<file path="src/exCore_params.svh">
`ifndef EXCORE_PARAMS_SVH
`define EXCORE_PARAMS_SVH

// Data path and register file geometry
`define XLEN        32
`define REG_COUNT   32
`define REG_ADDR_W  5

// ALU operation codes
`define ALU_ADD     4'd0
`define ALU_SUB     4'd1
`define ALU_AND     4'd2
`define ALU_OR      4'd3
`define ALU_XOR     4'd4
`define ALU_SLL     4'd5
`define ALU_SRL     4'd6
`define ALU_SRA     4'd7
`define ALU_SLT     4'd8

// Operand source picked by the forwarding unit
`define FWD_REG     2'b00
`define FWD_WB      2'b01
`define FWD_MEM     2'b10

`endif

</file>
<file path="src/isaPkg.sv">
`include "exCore_params.svh"

package isaPkg;

    // Data word, also used for addresses and immediates
    typedef logic [`XLEN-1:0] word;

    // Architectural register number
    typedef logic [`REG_ADDR_W-1:0] regAddr;

    // ALU operation, codes are the ALU_* macros
    typedef logic [3:0] aluOp;

endpackage

</file>
<file path="src/pipePkg.sv">
package pipePkg;

    // Operand source for one ALU input, codes are the FWD_* macros
    typedef logic [1:0] fwdSel;

endpackage

</file>
<file path="src/alu.sv">
`timescale 1ns/1ps
`include "exCore_params.svh"

module alu import isaPkg::*; (
    input  word  a,
    input  word  b,
    input  aluOp aluControl,
    output word  result,
    output logic zero
);

    logic [4:0] shamt;
    logic       lessThan;

    // Shifts use only the low five bits of b
    assign shamt    = b[4:0];
    assign lessThan = $signed(a) < $signed(b);

    always_comb begin
        case (aluControl)
            `ALU_ADD: result = a + b;
            `ALU_SUB: result = a - b;
            `ALU_AND: result = a & b;
            `ALU_OR:  result = a | b;
            `ALU_XOR: result = a ^ b;
            `ALU_SLL: result = a << shamt;
            `ALU_SRL: result = a >> shamt;
            `ALU_SRA: result = word'($signed(a) >>> shamt);
            `ALU_SLT: result = {{(`XLEN-1){1'b0}}, lessThan};
            // Unused codes produce zero
            default:  result = '0;
        endcase
    end

    assign zero = (result == '0);

endmodule

</file>
<file path="src/exCore.sv">
`timescale 1ns/1ps

module exCore import isaPkg::*, pipePkg::*; (
    input  logic   clk,
    input  logic   rst,
    input  logic   issue,
    input  regAddr rs1,
    input  regAddr rs2,
    input  regAddr rd,
    input  word    imm,
    input  word    pc,
    input  aluOp   aluControl,
    input  logic   aluSrc,
    input  logic   regWrite,
    output logic   wbValid,
    output regAddr wbRd,
    output word    wbData,
    output logic   wbZero,
    output word    wbTAddr
);

    // Decode read data
    word    rdData1;
    word    rdData2;

    // ID/EX fields
    regAddr exRs1;
    regAddr exRs2;
    word    exImm;
    word    exPc;
    word    exRd1;
    word    exRd2;
    aluOp   exAluControl;
    logic   exAluSrc;

    // Execute results
    word    exResult;
    logic   exZero;
    word    exTAddr;
    word    exStoreData;

    // Later stages
    regAddr memRd;
    logic   memRegWrite;
    word    memResult;
    logic   wbRegWrite;
    fwdSel  forwardA;
    fwdSel  forwardB;

    regFile rf_i (
        .clk     (clk),
        .rst     (rst),
        .rdAddr1 (rs1),
        .rdAddr2 (rs2),
        .wrEn    (wbRegWrite),
        .wrAddr  (wbRd),
        .wrData  (wbData),
        .rdData1 (rdData1),
        .rdData2 (rdData2)
    );

    pipeRegs pipe_i (
        .clk          (clk),
        .rst          (rst),
        .issue        (issue),
        .rs1          (rs1),
        .rs2          (rs2),
        .rd           (rd),
        .imm          (imm),
        .pc           (pc),
        .aluControl   (aluControl),
        .aluSrc       (aluSrc),
        .regWrite     (regWrite),
        .rdData1      (rdData1),
        .rdData2      (rdData2),
        .exResult     (exResult),
        .exZero       (exZero),
        .exTAddr      (exTAddr),
        .exStoreData  (exStoreData),
        .exRs1        (exRs1),
        .exRs2        (exRs2),
        .exImm        (exImm),
        .exPc         (exPc),
        .exRd1        (exRd1),
        .exRd2        (exRd2),
        .exAluControl (exAluControl),
        .exAluSrc     (exAluSrc),
        .memRd        (memRd),
        .memRegWrite  (memRegWrite),
        .memResult    (memResult),
        .wbValid      (wbValid),
        .wbRd         (wbRd),
        .wbRegWrite   (wbRegWrite),
        .wbData       (wbData),
        .wbZero       (wbZero),
        .wbTAddr      (wbTAddr)
    );

    forwardingUnit fwd_i (
        .exRs1       (exRs1),
        .exRs2       (exRs2),
        .memRd       (memRd),
        .wbRd        (wbRd),
        .memRegWrite (memRegWrite),
        .wbRegWrite  (wbRegWrite),
        .forwardA    (forwardA),
        .forwardB    (forwardB)
    );

    exStage ex_i (
        .pc         (exPc),
        .imm        (exImm),
        .rd1        (exRd1),
        .rd2        (exRd2),
        .memResult  (memResult),
        .wbData     (wbData),
        .aluSrc     (exAluSrc),
        .aluControl (exAluControl),
        .forwardA   (forwardA),
        .forwardB   (forwardB),
        .result     (exResult),
        .zero       (exZero),
        .tAddr      (exTAddr),
        .storeData  (exStoreData)
    );

endmodule

</file>
<file path="src/exStage.sv">
`timescale 1ns/1ps
`include "exCore_params.svh"

module exStage import isaPkg::*, pipePkg::*; (
    input  word   pc,
    input  word   imm,
    input  word   rd1,
    input  word   rd2,
    input  word   memResult,
    input  word   wbData,
    input  logic  aluSrc,
    input  aluOp  aluControl,
    input  fwdSel forwardA,
    input  fwdSel forwardB,
    output word   result,
    output logic  zero,
    output word   tAddr,
    output word   storeData
);

    word opA;
    word fwdB;
    word opB;

    // Same three-way pick for both operands
    function automatic word fwdMux(input fwdSel sel, input word regValue);
        word value;
        case (sel)
            `FWD_MEM: value = memResult;
            `FWD_WB:  value = wbData;
            default:  value = regValue;
        endcase
        return value;
    endfunction

    assign opA  = fwdMux(forwardA, rd1);
    assign fwdB = fwdMux(forwardB, rd2);

    // Immediate replaces the register operand
    assign opB = aluSrc ? imm : fwdB;

    alu alu_i (
        .a          (opA),
        .b          (opB),
        .aluControl (aluControl),
        .result     (result),
        .zero       (zero)
    );

    // Branch target, immediate is in half-word units
    assign tAddr     = pc + (imm << 1);
    assign storeData = fwdB;

endmodule

</file>
<file path="src/forwardingUnit.sv">
`timescale 1ns/1ps
`include "exCore_params.svh"

module forwardingUnit import isaPkg::*, pipePkg::*; (
    input  regAddr exRs1,
    input  regAddr exRs2,
    input  regAddr memRd,
    input  regAddr wbRd,
    input  logic   memRegWrite,
    input  logic   wbRegWrite,
    output fwdSel  forwardA,
    output fwdSel  forwardB
);

    // EX/MEM holds the newer value, so it is checked first
    function automatic fwdSel pickSource(input regAddr src);
        fwdSel sel;
        if (memRegWrite && (memRd != '0) && (memRd == src)) begin
            sel = `FWD_MEM;
        end else if (wbRegWrite && (wbRd != '0) && (wbRd == src)) begin
            sel = `FWD_WB;
        end else begin
            sel = `FWD_REG;
        end
        return sel;
    endfunction

    assign forwardA = pickSource(exRs1);
    assign forwardB = pickSource(exRs2);

endmodule

</file>
<file path="src/pipeRegs.sv">
`timescale 1ns/1ps

module pipeRegs import isaPkg::*; (
    input  logic   clk,
    input  logic   rst,
    input  logic   issue,
    input  regAddr rs1,
    input  regAddr rs2,
    input  regAddr rd,
    input  word    imm,
    input  word    pc,
    input  aluOp   aluControl,
    input  logic   aluSrc,
    input  logic   regWrite,
    input  word    rdData1,
    input  word    rdData2,
    input  word    exResult,
    input  logic   exZero,
    input  word    exTAddr,
    input  word    exStoreData,
    output regAddr exRs1,
    output regAddr exRs2,
    output word    exImm,
    output word    exPc,
    output word    exRd1,
    output word    exRd2,
    output aluOp   exAluControl,
    output logic   exAluSrc,
    output regAddr memRd,
    output logic   memRegWrite,
    output word    memResult,
    output logic   wbValid,
    output regAddr wbRd,
    output logic   wbRegWrite,
    output word    wbData,
    output logic   wbZero,
    output word    wbTAddr
);

    logic   exValid;
    logic   exWrEn;
    regAddr exRdAddr;
    logic   memValid;
    logic   memWrEn;
    logic   memZero;
    word    memTAddr;
    // Kept for a later data memory stage
    word    memStoreData;
    logic   wbWrEn;

    // Valid bits and write enables
    always_ff @(posedge clk) begin
        if (rst) begin
            exValid  <= 1'b0;
            exWrEn   <= 1'b0;
            memValid <= 1'b0;
            memWrEn  <= 1'b0;
            wbValid  <= 1'b0;
            wbWrEn   <= 1'b0;
        end else begin
            exValid  <= issue;
            exWrEn   <= regWrite;
            memValid <= exValid;
            memWrEn  <= exWrEn;
            wbValid  <= memValid;
            wbWrEn   <= memWrEn;
        end
    end

    // Payload moves every cycle, valid decides whether it counts
    always_ff @(posedge clk) begin
        exRs1        <= rs1;
        exRs2        <= rs2;
        exRdAddr     <= rd;
        exImm        <= imm;
        exPc         <= pc;
        exRd1        <= rdData1;
        exRd2        <= rdData2;
        exAluControl <= aluControl;
        exAluSrc     <= aluSrc;

        memRd        <= exRdAddr;
        memResult    <= exResult;
        memZero      <= exZero;
        memTAddr     <= exTAddr;
        memStoreData <= exStoreData;

        // MEM has no memory yet, values pass straight through
        wbRd         <= memRd;
        wbData       <= memResult;
        wbZero       <= memZero;
        wbTAddr      <= memTAddr;
    end

    // A bubble never writes or forwards
    assign memRegWrite = memValid & memWrEn;
    assign wbRegWrite  = wbValid & wbWrEn;

endmodule

</file>
<file path="src/regFile.sv">
`timescale 1ns/1ps
`include "exCore_params.svh"

module regFile import isaPkg::*; (
    input  logic   clk,
    input  logic   rst,
    input  regAddr rdAddr1,
    input  regAddr rdAddr2,
    input  logic   wrEn,
    input  regAddr wrAddr,
    input  word    wrData,
    output word    rdData1,
    output word    rdData2
);

    word regs [`REG_COUNT];

    // x0 reads as zero, a same-cycle write is bypassed to the reader
    function automatic word readPort(input regAddr addr);
        word value;
        if (addr == '0) begin
            value = '0;
        end else if (wrEn && (wrAddr == addr)) begin
            value = wrData;
        end else begin
            value = regs[addr];
        end
        return value;
    endfunction

    always_ff @(posedge clk) begin
        if (rst) begin
            for (int i = 0; i < `REG_COUNT; i++) begin
                regs[i] <= '0;
            end
        end else if (wrEn && (wrAddr != '0)) begin
            regs[wrAddr] <= wrData;
        end
    end

    assign rdData1 = readPort(rdAddr1);
    assign rdData2 = readPort(rdAddr2);

endmodule

</file>
<file path="config.mk">
export PLATFORM = sky130hd
export DESIGN_NAME = exCore
export DESIGN_NICKNAME = d
export VERILOG_FILES = /design/src/isaPkg.sv /design/src/pipePkg.sv /design/src/alu.sv /design/src/exCore.sv /design/src/exStage.sv /design/src/forwardingUnit.sv /design/src/pipeRegs.sv /design/src/regFile.sv
export VERILOG_INCLUDE_DIRS = /design/src /design/src/src
export SDC_FILE = /design/constraint.sdc
export NUM_CORES = 2
export LEC_CHECK = 0
export BUFFER_PORTS_ARGS = -buffer_cell sky130_fd_sc_hd__clkbuf_2
export CAP_MARGIN = 0
export CORE_AREA = 4 4 549 551
export DETAILED_ROUTE_END_ITERATION = 16
export DIE_AREA = 0 0 553 555
export PLACE_DENSITY = 0.46
export SLEW_MARGIN = 15
export SYNTH_ARGS = -nofsm -noshare
export SYNTH_HDL_FRONTEND = slang
export SYNTH_SLANG_ARGS = --single-unit
</file>
<file path="constraint.sdc">
create_clock -name clk -period 10.6 [get_ports clk]
set_input_delay 1.06 -clock clk [delete_from_list [all_inputs] [get_ports clk]]
set_output_delay 1.06 -clock clk [all_outputs]
set_load 0.01 [all_outputs]
</file>
==> summary.txt <==
Clock network
  – Clk buf depth: 4
  – Clock insertion delay at the later pin of the skew report: around 0.84 ns
  – CTS Buf Count: 157
  – Post-CTS sizing: 0
  – Clock sinks: 1318
  – H-tree levels: 4
  – CTS root buf: clkbuf_16
  – Worst-path clk slew: 0.06 ns
  – Cts-stage hold buffer count: 0
  – CTS tree: done
  – Post CTS Setup Buffer Count: 0

STA
  – Final period util: 83.04%
  – Worst Skew: 0.09215 ns
  – Hold WS: 0.3259 ns
  – Max Slew Vio Count: 0
  – Final TNS setup: 0 ns
  – Endpoints failing setup: 0
  – Slew HR: between 10% and 20%
  – Final hold violation count: 0
  – Fin worst setup slack: 1.797 ns
  – Fin crit period: 8.803 ns
  – Tightest Pin Transition: 1.284 ns
  – Highest clock rate: 113.6 MHz
  – RSZ-0062 raised after global routing: no

Worst setup path
  – CP Class: reg2reg
  – WP data required: 11.28 ns
  – CP startpoint: pipe_i.wbRd[3]
  – Flop2flop setup slack: 1.80 ns
  – R2r endpoint: pipe_i.memZero
  – Crit end category: register
  – CP Max Fanout: 35
  – CP startpoint kind: register
  – Critical R2R Launch: pipe_i.wbRd[3]
  – Reg2reg path depth: 22
  – Crit path DAT: 9.48 ns

Floorplan
  – Cell Rows: 200
  – Die ar.: between 300000 and 400000 sq um
  – Initial Util: 24.96%
  – Core Region: between 200000 and 300000 sq um
  – Io pins: between 150 and 200
  – Die Y: 555 um
  – Die Wd: 553 um

Global route
  – Total track usage: between 20% and 30%
  – First-pass GRT wire length: 443700 um
  – Largest net degree at the start of global routing: 94
  – Total grt overflow: 0
  – Vias in the first global route: 53190
  – Initial antenna violation count: 34

Synth
  – Post-synth top area cell: edfxtp_1
  – Mean post-synth cell area: ~13 sq um
  – Cells after synthesis: 5909
  – Seq cells post-synth: approximately 1300
  – EDFF count, synth: 1024
  – Yosys cell types: 93
  – Post-Syn Area: 73950 sq um
  – Sequential area share after synthesis: 49.54%
  – Synthesis warning total: 0
  – Synth area leaders: edfxtp_1 (42%), mux4_2 (17%), and2_1 (8.2%), dfxtp_1 (8.0%), mux2i_1 (2.3%)
  – Synth Flop Type: edfxtp_1
  – Post-synth top area share: 41.58%
  – Async set-reset flop share out of synthesis: 0%

Routing
  – Total vias in the final route: roughly 54000
  – Drt drc: 0
  – DR WL/cell: 32.38 um
  – Routed vias/inst: 5.410
  – Final wirelength: 323100 um
  – DRT antenna net count: 0
  – DRT iter0 DRCs: 7979
  – Drt pass-1 iters: 8

Cells and area
  – Most common cell after layout, fill and taps aside: edfxtp_1
  – NumNets Final: between 6000 and 7000
  – Layout Area Growth over Synthesis: 14.20%
  – Sequential Area: 36640 sq um
  – Area used by multi-input combinational logic: 35170 sq um
  – Layout cells sized above 1: 21.82%
  – Fill cells: approximately 30000
  – Most frequent cells in the layout: edfxtp_1 (1024), and2_1 (973), mux4_2 (566)

Status
  – Status: finished, final reports clean

Power and ir drop
  – Int Power: 9.731 mW
  – Logic pwr share: ~22%
  – Clock power share: 35.3%
  – Pwr Density: ~170 nW/um^2
  – Leak pwr: 30.44 nW
  – NetSw: 4.757 mW
  – Sw frac: 32.83%
  – Sequential share of power: 42.6%
  – Peak supply drop: 123.4 uV

Placement
  – GP Congestion: 1.004
  – Port Buffers: approximately 160
  – DP HPWL: ~210000 um
  – DP Worst Slack: 2.003 ns

Hold path
  – Hold Path Sink: pipe_i.wbTAddr[31]
  – Hold Crit Start: pipe_i.memTAddr[31]
  – Worst hold stages: 0
  – Worst Hold Class: reg2reg

Run
  – Maxcap violations: 0
## critical path: stages, from the launching register on
cell	delay, ns
dfxtp_1	0.65
or3_1	0.65
o311a_1	0.24
buf_4	0.34
nand2_1	0.67
o211a_1	0.49
o31a_1	0.29
buf_4	0.28
ha_1	0.29
or3_1	0.35
or2_2	0.30
o211ai_1	0.31
o21ai_1	0.20
nor3_1	0.47
o31ai_1	0.27
a2111oi_1	0.87
nor4b_1	0.20
o311ai_0	0.52
a31oi_1	0.19
nor3_1	0.22
o22ai_1	0.12
or4_1	0.57
nor4_2	0.16
## registers in the layout, indices dropped and copies added (netlist names), 4 cells and up
| name | cells |
|---|---|
| pipe_i.exRs1 | 5 |
| pipe_i.exPc | 32 |
| pipe_i.memRd | 5 |
| rf_i.regs | 1024 |
| pipe_i.exAluControl | 4 |
| pipe_i.exRdAddr | 5 |
| pipe_i.exImm | 32 |
| pipe_i.memResult | 32 |
| pipe_i.exRs2 | 5 |
| pipe_i.exRd2 | 32 |
| pipe_i.wbTAddr | 32 |
| pipe_i.memTAddr | 32 |
| pipe_i.exRd1 | 32 |
| pipe_i.wbRd | 5 |
| pipe_i.wbData | 32 |
## power by group through the flow
| stage | Sequential [mW] | Clock, mW | Combinational (mW) |
|---|---|---|---|
| final | 6.16 | 5.12 | 3.20 |
| after global routing | 6.19 | 5.43 | 3.35 |
| after CTS | 6.16 | 5.23 | 3.16 |
| after detailed placement | 6.26 | 0 | 3.15 |
| after global placement | 6.26 | 0 | 3.16 |
| after floorplan | 6.15 | 0 | 1.71 |
## logic make-up (layout without fill, tap and decap cells)
kind of cell / count (synthesis) / in the layout / synth area share, %
XOR/XNOR: 62 / 62 / 0.7343
flip-flops: 1318 / 1318 / 49.54
AND/OR/NAND/NOR: 1932 / 1932 / 14.33
other: 1 / 40 / 0.005071
buffers and inverters: 673 / 765 / 3.538
multiplexers: 771 / 771 / 20.07
AO/OA/AOI/OAI: 1022 / 1022 / 9.545
adder cells (fa/ha/maj): 130 / 130 / 2.230
## Yosys cell counts, types with 12 or more instances
master    instances
nand4_1          20
xor2_1           12
o21a_1           14
o221ai_1         29
xnor2_1          50
o22ai_1          56
or2_2            45
o211ai_1         70
and2_1          974
mux2i_1         170
mux2_2           35
nor2_1          269
nand3_1         178
a31oi_1          62
clkbuf_1        436
a21oi_1         141
a221o_1          21
edfxtp_1       1024
nand2_1         204
a211oi_1        101
buf_2            36
nor3_1          119
nor2b_1          23
o31ai_1          17
dfxtp_1         294
a32oi_1          23
nand2b_1         28
mux4_2          566
o21ai_1          19
nor4_1           16
a21o_1           53
o21ai_0         200
a22oi_1          15
a221oi_1         42
ha_1            127
inv_1            99
or3_1            17
buf_1            89
a311oi_1         46
## final cells by class
type | count | share of cell area [%]
well taps | 3939 | 5.836
multi-input cells | 3949 | 41.65
clock buffers | 214 | 5.057
clock inverters | 59 | 0.4430
diodes | 8 | 0.02371
flip-flops and latches | 1318 | 43.39
inverters | 104 | 0.4622
repair buffers | 388 | 3.139
## routing by layer
metal	share of wire (%)	routed length (um)	global-route usage, %
met1	40	130400	26.85
met2	46	147900	32.52
met3	8.9	28800	4.146
met4	5.0	16000	8.551
met5	0	0	0
## metrics by stage
step / cell area (sq um) / power (mW) / cells / util (%)
after floorplan: 74060 / 7.862 / 5940 / -
after global placement: 79770 / 9.414 / 9698 / 26.92
after detailed placement: 79770 / 9.415 / 9698 / 26.92
after CTS: 84410 / 14.55 / 9971 / 28.49
after global routing: 84430 / 14.96 / 9971 / 28.50
final: 84450 / 14.49 / 9979 / 28.50
## how the worst max path moves through the flow
stage                                end  cells after the start
after floorplan           pipe_i.memZero                     26
after global placement    pipe_i.memZero                     22
final                     pipe_i.memZero                     22
after CTS                 pipe_i.memZero                     22
after global routing      pipe_i.memZero                     22
after detailed placement  pipe_i.memZero                     22
No activity file was read; power rests on OpenSTA's default activity.
